File: src/hdl/vga_timing_pkg.sv
package vga_timing_pkg;

    // Counter width shared by hcount and vcount
    localparam int COUNT_W = 12;

    // Visible raster is 1024 x 768
    localparam int H_LAST = 1023;
    localparam int V_LAST = 767;

    typedef logic [COUNT_W-1:0] count_t;

    // Beam position and sync/blank flags for one pixel
    typedef struct packed {
        count_t hcount;
        count_t vcount;
        logic   hsync;
        logic   vsync;
        logic   hblnk;
        logic   vblnk;
    } vga_timing_t;

endpackage

File: src/hdl/scene_pkg.sv
package scene_pkg;

    // 4-4-4 colour, red in the top nibble
    typedef logic [11:0] rgb_t;

    localparam rgb_t COLOR_BLACK  = 12'h0_0_0;
    localparam rgb_t COLOR_WHITE  = 12'hf_f_f;
    localparam rgb_t COLOR_YELLOW = 12'hf_f_0;
    localparam rgb_t COLOR_RED    = 12'hf_0_0;
    localparam rgb_t COLOR_GREEN  = 12'h0_f_0;
    localparam rgb_t COLOR_BLUE   = 12'h0_0_f;

    // Codes 2 to 7 are not painted and hold the last colour
    typedef logic [2:0] screen_mode_t;

    localparam screen_mode_t MODE_MENU = 3'd0;
    localparam screen_mode_t MODE_GAME = 3'd1;

    // Inside when lo < coord <= hi on both axes
    typedef struct packed {
        vga_timing_pkg::count_t x_lo;
        vga_timing_pkg::count_t x_hi;
        vga_timing_pkg::count_t y_lo;
        vga_timing_pkg::count_t y_hi;
    } rect_t;

    localparam int MENU_RECT_COUNT = 14;

    // Letters of the MENU caption, order x_lo, x_hi, y_lo, y_hi
    localparam rect_t MENU_RECTS [MENU_RECT_COUNT] = '{
        // M
        '{12'd170, 12'd210, 12'd90,  12'd250},
        '{12'd170, 12'd370, 12'd50,  12'd90},
        '{12'd250, 12'd290, 12'd90,  12'd250},
        '{12'd330, 12'd370, 12'd90,  12'd250},
        // E
        '{12'd420, 12'd460, 12'd50,  12'd250},
        '{12'd460, 12'd500, 12'd50,  12'd90},
        '{12'd460, 12'd500, 12'd130, 12'd170},
        '{12'd460, 12'd500, 12'd210, 12'd250},
        // N
        '{12'd550, 12'd590, 12'd90,  12'd250},
        '{12'd550, 12'd670, 12'd50,  12'd90},
        '{12'd630, 12'd670, 12'd90,  12'd250},
        // U
        '{12'd720, 12'd760, 12'd50,  12'd210},
        '{12'd720, 12'd840, 12'd210, 12'd250},
        '{12'd800, 12'd840, 12'd50,  12'd210}
    };

    // Play arena, the frame sits outside these lines
    localparam vga_timing_pkg::count_t ARENA_TOP    = 12'd317;
    localparam vga_timing_pkg::count_t ARENA_BOTTOM = 12'd617;
    localparam vga_timing_pkg::count_t ARENA_LEFT   = 12'd361;
    localparam vga_timing_pkg::count_t ARENA_RIGHT  = 12'd661;
    localparam vga_timing_pkg::count_t ARENA_BORDER = 12'd10;

    // Result of the frame painter for one pixel
    typedef struct packed {
        logic edge_hit;
        rgb_t edge_rgb;
        logic arena_hit;
    } frame_hit_t;

endpackage

File: src/hdl/frame_painter.sv
`timescale 1ns/1ps

module frame_painter (
    input  vga_timing_pkg::count_t hcount,
    input  vga_timing_pkg::count_t vcount,
    output scene_pkg::frame_hit_t  hit
);

    logic frame_rows;
    logic inner_cols;
    logic left_bar;
    logic right_bar;
    logic top_bar;
    logic bottom_bar;

    // Rows covered by the side bars including the border
    assign frame_rows = (vcount >= scene_pkg::ARENA_TOP - scene_pkg::ARENA_BORDER) &&
                        (vcount <  scene_pkg::ARENA_BOTTOM + scene_pkg::ARENA_BORDER);

    // Columns between the side bars
    assign inner_cols = (hcount >= scene_pkg::ARENA_LEFT) &&
                        (hcount <  scene_pkg::ARENA_RIGHT);

    assign left_bar = frame_rows &&
                      (hcount >= scene_pkg::ARENA_LEFT - scene_pkg::ARENA_BORDER) &&
                      (hcount <  scene_pkg::ARENA_LEFT);

    assign right_bar = frame_rows &&
                       (hcount >= scene_pkg::ARENA_RIGHT) &&
                       (hcount <  scene_pkg::ARENA_RIGHT + scene_pkg::ARENA_BORDER);

    assign top_bar = inner_cols &&
                     (vcount >= scene_pkg::ARENA_TOP - scene_pkg::ARENA_BORDER) &&
                     (vcount <  scene_pkg::ARENA_TOP);

    assign bottom_bar = inner_cols &&
                        (vcount >= scene_pkg::ARENA_BOTTOM) &&
                        (vcount <  scene_pkg::ARENA_BOTTOM + scene_pkg::ARENA_BORDER);

    // Top and bottom edges win over the side columns
    always_comb begin
        hit.arena_hit = left_bar || right_bar || top_bar || bottom_bar;
        hit.edge_hit  = 1'b1;
        if (vcount == 0) begin
            hit.edge_rgb = scene_pkg::COLOR_YELLOW;
        end else if (vcount == vga_timing_pkg::V_LAST) begin
            hit.edge_rgb = scene_pkg::COLOR_RED;
        end else if (hcount == 0) begin
            hit.edge_rgb = scene_pkg::COLOR_GREEN;
        end else if (hcount == vga_timing_pkg::H_LAST) begin
            hit.edge_rgb = scene_pkg::COLOR_BLUE;
        end else begin
            hit.edge_hit = 1'b0;
            hit.edge_rgb = scene_pkg::COLOR_BLACK;
        end
    end

endmodule

File: src/hdl/menu_caption_painter.sv
`timescale 1ns/1ps

module menu_caption_painter (
    input  vga_timing_pkg::count_t hcount,
    input  vga_timing_pkg::count_t vcount,
    output logic                   hit
);

    logic [scene_pkg::MENU_RECT_COUNT-1:0] rect_hit;

    // One comparator set per letter rectangle
    always_comb begin
        for (int i = 0; i < scene_pkg::MENU_RECT_COUNT; i++) begin
            rect_hit[i] = (hcount >  scene_pkg::MENU_RECTS[i].x_lo) &&
                          (hcount <= scene_pkg::MENU_RECTS[i].x_hi) &&
                          (vcount >  scene_pkg::MENU_RECTS[i].y_lo) &&
                          (vcount <= scene_pkg::MENU_RECTS[i].y_hi);
        end
    end

    // Rectangles overlap at letter joints, any hit counts
    assign hit = |rect_hit;

endmodule

File: src/hdl/pixel_compositor.sv
`timescale 1ns/1ps

module pixel_compositor (
    input  logic                         clk,
    input  logic                         rst,
    input  vga_timing_pkg::vga_timing_t  timing_in,
    input  scene_pkg::screen_mode_t      mode,
    input  scene_pkg::frame_hit_t        frame_hit,
    input  logic                         caption_hit,
    output vga_timing_pkg::vga_timing_t  timing_out,
    output scene_pkg::rgb_t              rgb
);

    scene_pkg::rgb_t rgb_nxt;
    logic            mode_known;
    logic            shape_hit;
    logic            blank;

    assign blank = timing_in.hblnk || timing_in.vblnk;

    // Pick the shape that belongs to the current screen
    always_comb begin
        mode_known = 1'b1;
        shape_hit  = 1'b0;
        case (mode)
            scene_pkg::MODE_MENU: begin
                shape_hit = caption_hit;
            end
            scene_pkg::MODE_GAME: begin
                shape_hit = frame_hit.arena_hit;
            end
            default: begin
                mode_known = 1'b0;
            end
        endcase
    end

    // Colour priority, first match wins
    always_comb begin
        if (!mode_known) begin
            // Unknown screen keeps the last painted colour
            rgb_nxt = rgb;
        end else if (blank) begin
            rgb_nxt = scene_pkg::COLOR_BLACK;
        end else if (frame_hit.edge_hit) begin
            rgb_nxt = frame_hit.edge_rgb;
        end else if (shape_hit) begin
            rgb_nxt = scene_pkg::COLOR_WHITE;
        end else begin
            rgb_nxt = scene_pkg::COLOR_BLACK;
        end
    end

    // Timing and colour leave together, one cycle after entry
    always_ff @(posedge clk) begin
        if (rst) begin
            timing_out <= '0;
            rgb        <= scene_pkg::COLOR_BLACK;
        end else begin
            timing_out <= timing_in;
            rgb        <= rgb_nxt;
        end
    end

endmodule

File: src/hdl/draw_background.sv
`timescale 1ns/1ps

module draw_background (
    input  logic                         clk,
    input  logic                         rst,
    input  vga_timing_pkg::vga_timing_t  timing_in,
    input  scene_pkg::screen_mode_t      mode,
    output vga_timing_pkg::vga_timing_t  timing_out,
    output scene_pkg::rgb_t              rgb
);

    scene_pkg::frame_hit_t frame_hit;
    logic                  caption_hit;

    // Both painters look at the incoming pixel in parallel
    frame_painter i_frame_painter (
        .hcount (timing_in.hcount),
        .vcount (timing_in.vcount),
        .hit    (frame_hit)
    );

    menu_caption_painter i_menu_caption_painter (
        .hcount (timing_in.hcount),
        .vcount (timing_in.vcount),
        .hit    (caption_hit)
    );

    // Mode decides which painter result is shown
    pixel_compositor i_pixel_compositor (
        .clk         (clk),
        .rst         (rst),
        .timing_in   (timing_in),
        .mode        (mode),
        .frame_hit   (frame_hit),
        .caption_hit (caption_hit),
        .timing_out  (timing_out),
        .rgb         (rgb)
    );

endmodule

File: config.mk
export PLATFORM = sky130hd
export DESIGN_NAME = draw_background
export DESIGN_NICKNAME = d
export VERILOG_FILES = /design/src/hdl/vga_timing_pkg.sv /design/src/hdl/scene_pkg.sv /design/src/hdl/frame_painter.sv /design/src/hdl/menu_caption_painter.sv /design/src/hdl/pixel_compositor.sv /design/src/hdl/draw_background.sv
export SDC_FILE = /design/constraint.sdc
export NUM_CORES = 1
export LEC_CHECK = 0
export BUFFER_PORTS_ARGS = -buffer_cell sky130_fd_sc_hd__buf_4
export CAP_MARGIN = 20
export CORE_ASPECT_RATIO = 2
export CORE_MARGIN = 5
export CORE_UTILIZATION = 53
export DETAILED_ROUTE_END_ITERATION = 10
export GPL_TIMING_DRIVEN = 0
export PLACE_DENSITY = 0.89
export SLEW_MARGIN = 10
export SYNTH_ARGS = -nofsm -noshare
export SYNTH_HDL_FRONTEND = slang
export SYNTH_HIERARCHICAL = 1
export SYNTH_SLANG_ARGS = --single-unit
File: constraint.sdc
create_clock -name clk -period 7 [get_ports clk]
set_input_delay 0.7 -clock clk [delete_from_list [all_inputs] [get_ports clk]]
set_output_delay 0.7 -clock clk [all_outputs]
set_load 0.03 [all_outputs]
==> results by group, run 1 <==
Cells and area
  – Antenna diodes: 0
  – Layout area overhead: 25.9%
  – Register area: ~800 um2
  – Non-Filler Instances: 461
  – Layout Nets: around 440
  – Fraction of layout cells with a size suffix above 1: between 30 and 40%
  – Footprint of the multi-input gates: 1760 um2
  – FILL cells: 428
  – Final core occ: 68.1%

Setup path
  – Crit path max fanout: 10
  – R2R Path Start: i_pixel_compositor/rgb[0]
  – Setup CP Type: input pin to flop
  – Buf/Inv on CP: 3
  – CP delay by family, top: compound AO/OA/AOI/OAI gates
  – Reg2Reg Setup Slack: approximately 6.4 ns
  – Crit-path slowest cell: or4_4
  – Reg2Reg Depth: 1
  – Crit. End Element: flop
  – WP depth: 12
  – Req. time, crit path: 7.18 ns
  – Crit-path max cell delay: 0.54 ns
  – CP endpoint: i_pixel_compositor/rgb[7]
  – Worst EP arrival: 3.81 ns
  – Crit path launch type: input pin
  – Crit path from: timing_in[25]
  – Worst r2r dst: i_pixel_compositor/rgb[0]
  – Crit-path cells: buf_4 > buf_2 > or4b_4 > or4_4 > o32ai_1 > nor2b_1 > o311ai_0 > o2111ai_1 > mux2_4 > buf_6 > a22oi_2 > o2bb2ai_2

Synthesis
  – Post-synthesis average cell area: 8.60 um2
  – Netlist cell types: 67
  – Post-Synth Adder-Cell Area: 0%
  – Synth Area in XOR/XNOR: 0%
  – Cell with the most instances after synthesis: dfxtp_1
  – Post-synthesis cell area: 2780 um2
  – Post-Syn Nets: 356
  – Ys async rst share: 0%
  – Post-synth EDFFs: 0
  – Yosys warns: 6
  – Yosys top cell area share: 28.8%
  – Cells after Synth: 323
  – Register area share after synthesis: 28.8%
  – Synth top cells by count: dfxtp_1, nor2b_1, nor3_1
  – Synth Area in Simple Gates: between 30 and 40%
  – FF+latch count, synth: 40
  – Synth area leaders: dfxtp_1, nor2b_1, a22oi_2, o2bb2ai_2, nor3_1
  – Cell taking the most area after synthesis: dfxtp_1
  – Compound-cell area share of the yosys netlist: 30.0%
  – Ys flop type: dfxtp_1
  – Main combinational cell family by area after synthesis: simple AND/OR/NAND/NOR gates
  – Mux contribution to synthesized area: 1.35%

Die
  – Die X: ~60 um
  – Row count: 37
  – I/O Pins: 73
  – Die span in y: around 110 um
  – Die area: ~7000 um2
  – Initial core utilization: 54.1%
  – Core area: just over 5000 um2

Flow run
  – Max cap viols: 0

Place
  – Inst Count DP: 453
  – Post-DP HPWL: 7050 um
  – Worst slack at placement: ~3.1 ns
  – Port Buf Inserts: between 70 and 80
  – RD Place Congestion: about 1.1

STA
  – Final setup fails: 0
  – Final worst slack: 3.37 ns
  – Rel. slew slack: 52.3%
  – RSZ-0062 raised after global routing: false
  – Fin Clk Skew: 0 ns
  – Period Utilization, post-route: 51.9%
  – Final hold slack: 0.466 ns
  – Pins Over Slew Limit: 0
  – Final hold vios: 0
  – Min Tclk post-route: around 3.6 ns
  – Setup_tns: 0 ns
  – Worst-margin pin slew: 0.697 ns
  – FMAX: 275 MHz

Route
  – DR pass1 iterations: 4
  – DRT antenna net count: 0
  – DR WL/cell: 19.3 um
  – DR iter-0 viols: approximately 140
  – # DRC: 0
  – Routed WL: 8910 um
  – Total via count in the routed design: 2,973
  – Vias/cell: 6.45

Clocking
  – CTS sink cnt: 40
  – Hold Buf Count CTS: 0
  – Reg clk slew, reported paths: ~0.07 ns
  – H-tree level count: 2
  – Setup bufs post-CTS: 0
  – Clock Latency Late Sink: roughly 0.28 ns
  – TritonCTS clock tree: yes
  – Number of buffers created by CTS: 5
  – CTS Root Cell: clkbuf_8
  – Post-CTS resize count: 0
  – Clock Tree Buf Depth: 2

Global routing
  – Global Route Usage Sum: 26.2%
  – Largest net degree at the start of global routing: 16
  – Global-route wire length before repair: 13,700 um
  – Initial antenna violation count: 0
  – Vias in the first global route: 2,805
  – Grt ovf: 0

Pwr
  – Pwr dens: 157 nW/um2
  – Leak pwr: 0.00130 uW
  – VDD IR max: roughly 170 uV

Outcome
  – Status: finished, final reports clean

Min path
  – Hold crit path type: flop to flop
## worst min path at each step
stage	to	slack, ns	startpoint	depth (start not counted)
4_1_cts	i_pixel_compositor/rgb[4]	0.47	i_pixel_compositor/rgb[4]	1
2_1_floorplan	i_pixel_compositor/rgb[3]	0.60	i_pixel_compositor/rgb[3]	1
3_5_place_dp	i_pixel_compositor/rgb[4]	0.45	i_pixel_compositor/rgb[4]	1
5_1_grt	i_pixel_compositor/rgb[4]	0.49	i_pixel_compositor/rgb[4]	1
3_3_place_gp	i_pixel_compositor/rgb[4]	0.45	i_pixel_compositor/rgb[4]	1
6_report	i_pixel_compositor/rgb[4]	0.47	i_pixel_compositor/rgb[4]	1
## per-stage QoR
step / cell area (um2) / power, uW
global placement: 3390 / 373
global route: 3500 / 575
CTS: 3500 / 553
floorplan: 2780 / 316
detailed placement: 3390 / 375
finish: 3500 / 549
## cells by family (layout without fill, tap and decap cells)
family                 count (synthesis)  in the layout
AOI/OAI and AO/OA                     95             95
buffers and inverters                 37            117
DFF                                   40             40
muxes                                  3              3
and+or+nand+nor                      148            148
## state kept, by name, summed over array words and instances, names as in the netlist
| register | count |
|---|---|
| i_pixel_compositor/timing_out | 28 |
| i_pixel_compositor/rgb | 12 |
## placed cells by master (no fill, tap or decap), types with 3 or more instances in the layout
cell	count
nor3_1	18
a211oi_1	4
nor2b_1	33
a22oi_2	10
nand2_1	17
o21a_1	6
nor2_1	15
nand3b_1	4
or3_1	8
o32ai_1	4
buf_6	4
o2bb2ai_2	7
buf_2	4
inv_1	4
nor3b_1	4
nor4b_1	3
clkbuf_8	5
a21oi_1	8
o2bb2ai_1	5
nand3_1	9
nand4_1	5
clkbuf_1	15
a31oi_1	5
nor4_1	12
dfxtp_1	40
o21ai_1	3
o31ai_1	5
and4_1	3
o21ai_0	8
buf_4	82
## routing by layer
metal | track usage [%] | share of wire [%]
met3 | 2.19 | 5.2
met4 | 16.9 | 5.2
met5 | 0 | 0
met1 | 25.0 | 33
met2 | 49.1 | 56
## power by group
| part | internal, uW | switching, uW |
|---|---|---|
| clock network | 106 | 72.4 |
| registers | 236 | 2.57 |
| logic | 50.4 | 82.3 |
## cell type report
class,instances,area share (%)
well taps,58,2.07
repair buffers,72,15.4
inverters,4,0.429
plain buffers,33,5.72
flip-flops and latches,40,22.9
clock inverters,2,1.00
clock buffers,6,2.07
multi-input cells,246,50.4
Power figures use the tool's default switching activity.
==> run 2: changes to the inputs <==
Settings changed: ABC_AREA from default to 1, PLACE_DENSITY 0.89 to 0.87.
Clock period 7 ns to 3.8 ns, I/O delays scaled along.
==> run 2 against run 1 <==
- die area is 16% higher
- largest cell class unchanged
- critical path type unchanged
- via count rose by 39%
- routed wire length grew 37%
==> results by group, run 2 <==
Global routing
  – Largest net degree at the start of global routing: 13 (-3)
  – Global-route wire length before repair: 18,900 um (+38%)
  – Vias in the first global route: 3,958 (+41%)
  – Global Route Usage Sum: 31.1% (+4.9 points)
  – Grt ovf: 0 (unchanged)
  – Initial antenna violation count: 0 (unchanged)
  – Met3 Use GR: 2.86% (+0.67 points)
  – Met1 usage: 26.9% (+2.0 points)
  – Grt peak-use layer: met2
  – Met2 usage: 62.1% (+13 points)

Min path
  – Hold crit path type: input pin to flop
  – Worst hold endpoint: i_pixel_compositor/timing_out[1]
  – Hold Crit Depth: 3 (+2)
  – Hold_sp: timing_in[1]

Synthesis
  – Yosys top cell area share: 24.3% (-4.5 points)
  – Cells after Synth: 599 (+85%)
  – Synth area leaders: dfxtp_1, nand2_1, nor2_1, inv_1, nand3_1
  – Yosys warns: 6 (unchanged)
  – Netlist cell types: 30 (-55%)
  – Cell with the most instances after synthesis: nand2_1
  – Ys async rst share: 0% (unchanged)
  – Post-Syn Nets: 632 (+78%)
  – Post-synthesis average cell area: 5.51 um2 (-36%)
  – Post-synthesis cell area: 3300 um2 (+19%)
  – FF+latch count, synth: 40 (unchanged)
  – Post-synth EDFFs: 0 (unchanged)
  – Cell taking the most area after synthesis: dfxtp_1
  – Synth top cells by count: nand2_1, nor2_1, inv_1
  – Register area share after synthesis: 24.3% (-4.5 points)
  – Ys flop type: dfxtp_1

Cells and area
  – Fraction of layout cells with a size suffix above 1: 22.1% (-10 points)
  – Largest register FFs: 28 (unchanged)
  – Most flops, register: i_pixel_compositor/timing_out
  – Most frequent cells in the layout: nand2_1, nor2_1, buf_4
  – Layout Nets: 710 (+63%)
  – Antenna diodes: 0 (unchanged)
  – Layout area overhead: 23.9%
  – Most common cell after layout, fill and taps aside: nand2_1
  – Largest registers: i_pixel_compositor/timing_out (28), i_pixel_compositor/rgb (12)

Pwr
  – Pwr dens: 285 nW/um2 (+82%)
  – VDD IR max: 159 uV (-4.1%)
  – Leak pwr: 0.00221 uW (+70%)

STA
  – RSZ-0062 raised after global routing: false
  – Worst-margin pin slew: 0.472 ns (-0.225 ns)
  – Setup_tns: 0 ns (unchanged)
  – Final hold vios: 0 (unchanged)
  – Rel. slew slack: 68.5% (+16 points)
  – Fin Clk Skew: 0 ns (unchanged)
  – Pins Over Slew Limit: 0 (unchanged)
  – FMAX: 442 MHz
  – Final hold slack: 0.314 ns (-0.153 ns)
  – Final setup fails: 0 (unchanged)
  – Min Tclk post-route: 2.26 ns
  – Period Utilization, post-route: 59.6%

Place
  – Port Buf Inserts: 71 (-1.4%)
  – RD Place Congestion: 1.11 (+3.2%)
  – Post-DP HPWL: 9430 um (+34%)

Setup path
  – Crit-path slowest cell: inv_1
  – Crit path max fanout: 10 (unchanged)
  – Worst r2r dst: i_pixel_compositor/rgb[4]
  – Reg2Reg Setup Slack: 3.14 ns (-3.30 ns)
  – Reg2Reg Depth: 2 (+1)
  – Worst EP arrival: 2.47 ns (-1.34 ns)
  – Crit. End Element: flop
  – R2R Path Start: i_pixel_compositor/rgb[4]
  – Crit-path max cell delay: 0.20 ns (-0.34 ns)
  – Cell mode on critical path: nand2_1
  – Setup CP Type: input pin to flop
  – Crit-path cells: buf_4 > buf_6 > inv_1 > nand2_1 > nor2_1 > nand3_1 > nand2_1 > nor2_1 > nor2_1 > nor2_1 > nand2_1 > nand2_1 > nand3_1 > inv_1 > nand2_1 > nand3_1 > nand2_2 > buf_6 > nand2_1 > a21oi_1
  – Crit path from: timing_in[19]
  – Crit path launch type: input pin
  – Req. time, crit path: 4.01 ns (-3.17 ns)

Die
  – Core area: 6060 um2 (+18%)
  – Initial core utilization: 54.5% (+0.38 points)
  – Die span in y: 122 um (+8.1%)
  – Die X: 65.8 um (+7.5%)
  – Die area: 8000 um2 (+16%)
  – Row count: 40 (+8.1%)
  – I/O Pins: 73 (unchanged)

Outcome
  – Status: finished, final reports clean

Route
  – Total via count in the routed design: 4,121 (+39%)
  – DR iter-0 viols: 339 (+140%)
  – # DRC: 0 (unchanged)
  – Routed WL: 12,200 um (+37%)
  – DR WL/cell: 16.0 um (-17%)
  – DRT antenna net count: 0 (unchanged)
  – DR pass1 iterations: 8 (+4)
  – Vias/cell: 5.41 (-16%)

Clocking
  – Clock Latency Late Sink: 0.28 ns (about the same)
  – Clock Tree Buf Depth: 2 (unchanged)
  – CTS Root Cell: clkbuf_16
  – Number of buffers created by CTS: 5 (unchanged)
  – TritonCTS clock tree: yes
  – CTS sink cnt: 40 (unchanged)
  – Reg clk slew, reported paths: 0.06 ns (about the same)
  – Post-CTS resize count: 0 (unchanged)
  – Hold Buf Count CTS: 0 (unchanged)
  – Setup bufs post-CTS: 0 (unchanged)
  – H-tree level count: 2 (unchanged)

Flow run
  – Max cap viols: 0 (unchanged)
[run 2: cell types whose count changed in the layout (fill, tap and decap cells not counted), sizes merged, moves of 6 or more]
cell	previous run	this run
a21oi	8	25
a22oi	12	0
clkbuf	21	10
inv	4	92
nand2	17	177
nand3	9	53
nor2	17	153
nor2b	33	0
nor3	19	12
nor4	12	2
o21a	6	0
o2bb2ai	12	0
or3	8	0
[run 2: cell type report]
type	instances	area, um2
multi-input cells	446	2010
fillers	531	1970
flip-flops and latches	40	801
repair buffers	71	533
inverters	92	345
plain buffers	21	146
clock buffers	7	143
well taps	84	105
clock inverters	1	7.51
[run 2: per-stage QoR]
stage | cells | instance area, um2 | worst slack (ns) | total power [uW] | util (%)
finish | 762 | 4090 | 1.54 | 1170 | 67.5
global route | 762 | 4090 | 1.34 | 1210 | 67.5
CTS | 762 | 4090 | 1.61 | 1160 | 67.5
detailed placement | 754 | 3940 | 1.34 | 736 | 65.0
global placement | 754 | 3940 | 1.38 | 730 | 65.0
floorplan | 599 | 3300 | 1.91 | 618 | -
[run 2: power breakdown]
| part | switching, uW | internal (uW) | leakage (uW) | total [uW] |
|---|---|---|---|---|
| sequential | 6.12 | 436 | 0.000330 | 442 |
| combinational | 200 | 92.5 | 0.00181 | 293 |
| clock | 169 | 261 | 0.0000701 | 431 |
[run 2: kinds of logic (layout without fill, tap and decap cells)]
logic type / after synthesis / after routing / synth area share (%)
AND/OR/NAND/NOR: 409 / 409 / 54.3
buffers and inverters: 113 / 192 / 14.9
flip-flops: 40 / 40 / 24.3
AO/OA/AOI/OAI: 37 / 37 / 6.49
[run 2: how the worst max path moves through the flow]
stage                                  to  slack [ns]  depth (start not counted)
2_1_floorplan  i_pixel_compositor/rgb[10]        1.91                         20
3_3_place_gp   i_pixel_compositor/rgb[10]        1.38                         20
3_5_place_dp    i_pixel_compositor/rgb[6]        1.34                         20
4_1_cts         i_pixel_compositor/rgb[4]        1.61                         20
5_1_grt         i_pixel_compositor/rgb[4]        1.34                         20
6_report        i_pixel_compositor/rgb[4]        1.54                         20
[run 2: per-layer routing]
layer | wire [um] | vias up | part of all wire (%)
li1 | - | 1983 | -
met4 | 852 | 0 | 7.0
met2 | 6960 | 188 | 57
met3 | 542 | 67 | 4.4
met5 | 0 | - | 0
met1 | 3840 | 1883 | 31
[run 2: critical path: cells and delay by family]
family                 cells  cell delay (ns)
and+or+nand+nor           14             1.27
AOI/OAI and AO/OA          1             0.15
buffers and inverters      5             0.66
==> run 3: changes to the inputs <==
Settings changed: CORE_UTILIZATION 53 to 50, PLACE_DENSITY 0.87 to 0.86.
Clock period 3.8 ns to 2 ns, I/O delays scaled along.
==> run 3 against run 2 <==
- via count shrank 4.2%
- clock power is 120% higher
- critical path type unchanged
- flip-flop and latch count is the same
- sequential power increased by 89%
- largest cell class unchanged
==> results by group, run 3 (synthesized netlist as in run 2, its figures left out) <==
STA
  – Final hold slack: 0.117 ns (-0.197 ns)
  – Final worst slack: 0.130 ns (-1.41 ns)
  – Final setup fails: 0 (unchanged)
  – Pins Over Slew Limit: 0 (unchanged)
  – Worst-margin pin slew: 0.543 ns (+0.0711 ns)
  – Rel. slew slack: 63.8% (-4.7 points)
  – Period Utilization, post-route: 93.5%
  – Final hold vios: 0 (unchanged)
  – Fin Clk Skew: 0 ns (unchanged)
  – Setup_tns: 0 ns (unchanged)
  – Min Tclk post-route: approximately 1.9 ns
  – FMAX: 535 MHz

Cells and area
  – Largest register FFs: 28 (unchanged)
  – Layout area overhead: 29.4%
  – Antenna diodes: 0 (unchanged)
  – Fraction of layout cells with a size suffix above 1: 26.0% (+3.9 points)
  – Most common cell after layout, fill and taps aside: nand2_1
  – Layout Nets: 708 (-0.28%)
  – Largest registers: i_pixel_compositor/timing_out (28), i_pixel_compositor/rgb (12)
  – Most flops, register: i_pixel_compositor/timing_out
  – Footprint of the multi-input gates: 2140 um2 (+6.9%)
  – Fin area: 4270 um2 (+4.5%)
  – Register area: 801 um2 (unchanged)
  – Most frequent cells in the layout: nand2_1, nor2_1, buf_4
  – FILL cells: 649 (+22%)
  – Non-Filler Instances: 764 (+0.26%)

Pwr
  – Pwr dens: 554 nW/um2 (+94%)
  – Net Sw Power: 728 uW (+94%)
  – Power share of the combinational group: 24.1% (-1.0 points)
  – Pint: 1640 uW (+110%)
  – VDD IR max: 394 uV (+150%)
  – Power share of the sequential group: 35.4% (-2.5 points)
  – Leak pwr: 0.00224 uW (+1.3%)
  – Clock power frac: 40.6% (+3.6 points)
  – Sw frac: 30.8% (-1.4 points)

Place
  – Inst Count DP: 758 (+0.53%)
  – RD Place Congestion: 0.956 (-14%)
  – Port Buf Inserts: 71 (unchanged)
  – Post-DP HPWL: 7300 um (-23%)
  – Worst slack at placement: -0.208 ns (-1.55 ns)
  – Post-DP Area: 3940 um2 (+0.13%)

Setup path
  – Crit path max fanout: 10 (unchanged)
  – Reg2Reg Depth: 2 (unchanged)
  – Cell mode on critical path: nand2_1
  – Crit-path max cell delay: 0.20 ns (about the same)
  – Crit-path slowest cell: nor2_4
  – CP delay by family, top: simple AND/OR/NAND/NOR gates
  – Crit. End Element: flop
  – Buf/Inv on CP: 4 (-1)
  – Setup CP Type: input pin to flop
  – Worst EP arrival: 2.02 ns (-0.45 ns)
  – Req. time, crit path: 2.15 ns (-1.86 ns)
  – Crit-path cells: buf_4 > inv_6 > nand2_2 > nor2_4 > nand3_1 > a21oi_2 > nor2_1 > nor2_1 > nand2_1 > nand2_1 > nand3_1 > inv_1 > nand2_1 > nand3_2 > nand2_2 > buf_4 > nand2_1 > a21oi_1
  – WP depth: 18 (-10%)
  – Crit path launch type: input pin

Route
  – # DRC: 0 (unchanged)
  – DR pass1 iterations: 5 (-3)
  – Vias/cell: 5.17 (-4.4%)
  – DR iter-0 viols: 319 (-5.9%)
  – DRT antenna net count: 0 (unchanged)
  – Total via count in the routed design: 3,949 (-4.2%)
  – DR WL/cell: 13.0 um (-19%)
  – Routed WL: 9920 um (-19%)

Die
  – Core area: 6520 um2 (+7.6%)
  – I/O Pins: 73 (unchanged)
  – Die area: 8420 um2 (+5.3%)
  – Row count: 42 (+5.0%)
  – Die span in y: 125 um (+2.7%)
  – Die X: 67.4 um (+2.5%)
  – Initial core utilization: 50.6% (-3.8 points)

Global routing
  – Vias in the first global route: 3,548 (-10%)
  – Global-route wire length before repair: 15,700 um (-17%)
  – Initial antenna violation count: 0 (unchanged)
  – Largest net degree at the start of global routing: 14 (+1)
  – Global Route Usage Sum: 23.3% (-7.8 points)
  – Grt ovf: 0 (unchanged)

Clocking
  – TritonCTS clock tree: yes
  – Hold Buf Count CTS: 0 (unchanged)
  – Clock Latency Late Sink: 0.28 ns (about the same)
  – CTS sink cnt: 40 (unchanged)
  – Reg clk slew, reported paths: 0.06 ns (about the same)
  – H-tree level count: 2 (unchanged)
  – Number of buffers created by CTS: 5 (unchanged)
  – Clock Tree Buf Depth: 2 (unchanged)
  – CTS Root Cell: clkbuf_16

Min path
  – Hold Crit Depth: 3 (unchanged)
  – Hold crit path type: input pin to flop

Flow run
  – Max cap viols: 0 (unchanged)

Outcome
  – Status: finished, final reports clean
-- run 3: changes by cell type in the layout (fill, tap and decap cells not counted), sizes merged --
cell	change
buf	-2
bufinv	+1
clkbuf	-1
clkinv	+1
inv	-1
-- run 3: layout make-up --
type	count	share of cell area [%]
multi-input combinational	446	50.2
sequential	40	18.8
timing repair buffer	73	13.0
inverter	92	8.59
clock buffer	6	3.25
buffer	17	2.70
tap	88	2.58
clock inverter	2	0.909
-- run 3: what timing repair did --
item                                   CTS  global route
buffers inserted                         0             1
gates resized for setup                  0            48
endpoints found under the hold margin    0             0
setup endpoints to repair                0            12
-- run 3: power groups by stage --
| stage | Combinational [uW] | Clock (uW) | Sequential, uW |
|---|---|---|---|
| floorplan | 258 | 0 | 917 |
| finish | 569 | 960 | 836 |
| global placement | 525 | 0 | 852 |
| detailed placement | 526 | 0 | 854 |
| global route | 620 | 999 | 838 |
| CTS | 531 | 969 | 836 |
-- run 3: metal layers --
metal	up-vias	GRT usage, %	share of wire [%]
met4	0	7.30	3.2
met3	36	4.78	8.3
met5	-	0	0
li1	1984	-	-
met1	1737	28.5	38
met2	192	39.5	50
-- run 3: tightest hold or removal path: stages --
cell	delay [ns]
buf_4	0.08
inv_1	0.03
nor2_1	0.06
-- run 3: path summary, 6_finish.rpt --
| check | start | endpoint | slack [ns] |
|---|---|---|---|
| max | timing_in[24] | i_pixel_compositor/rgb[7] | 0.13 |
| min | timing_in[3] | i_pixel_compositor/timing_out[3] | 0.12 |
| max reg2reg | i_pixel_compositor/rgb[10] | i_pixel_compositor/rgb[10] | 1.37 |
| min reg2reg | i_pixel_compositor/rgb[1] | i_pixel_compositor/rgb[1] | 0.47 |
-- run 3: per-stage QoR --
stage	utilization, %	total power, uW
6_report	65.5	2360
5_1_grt	65.5	2460
2_1_floorplan	-	1180
3_5_place_dp	60.5	1380
3_3_place_gp	60.5	1380
4_1_cts	63.2	2340
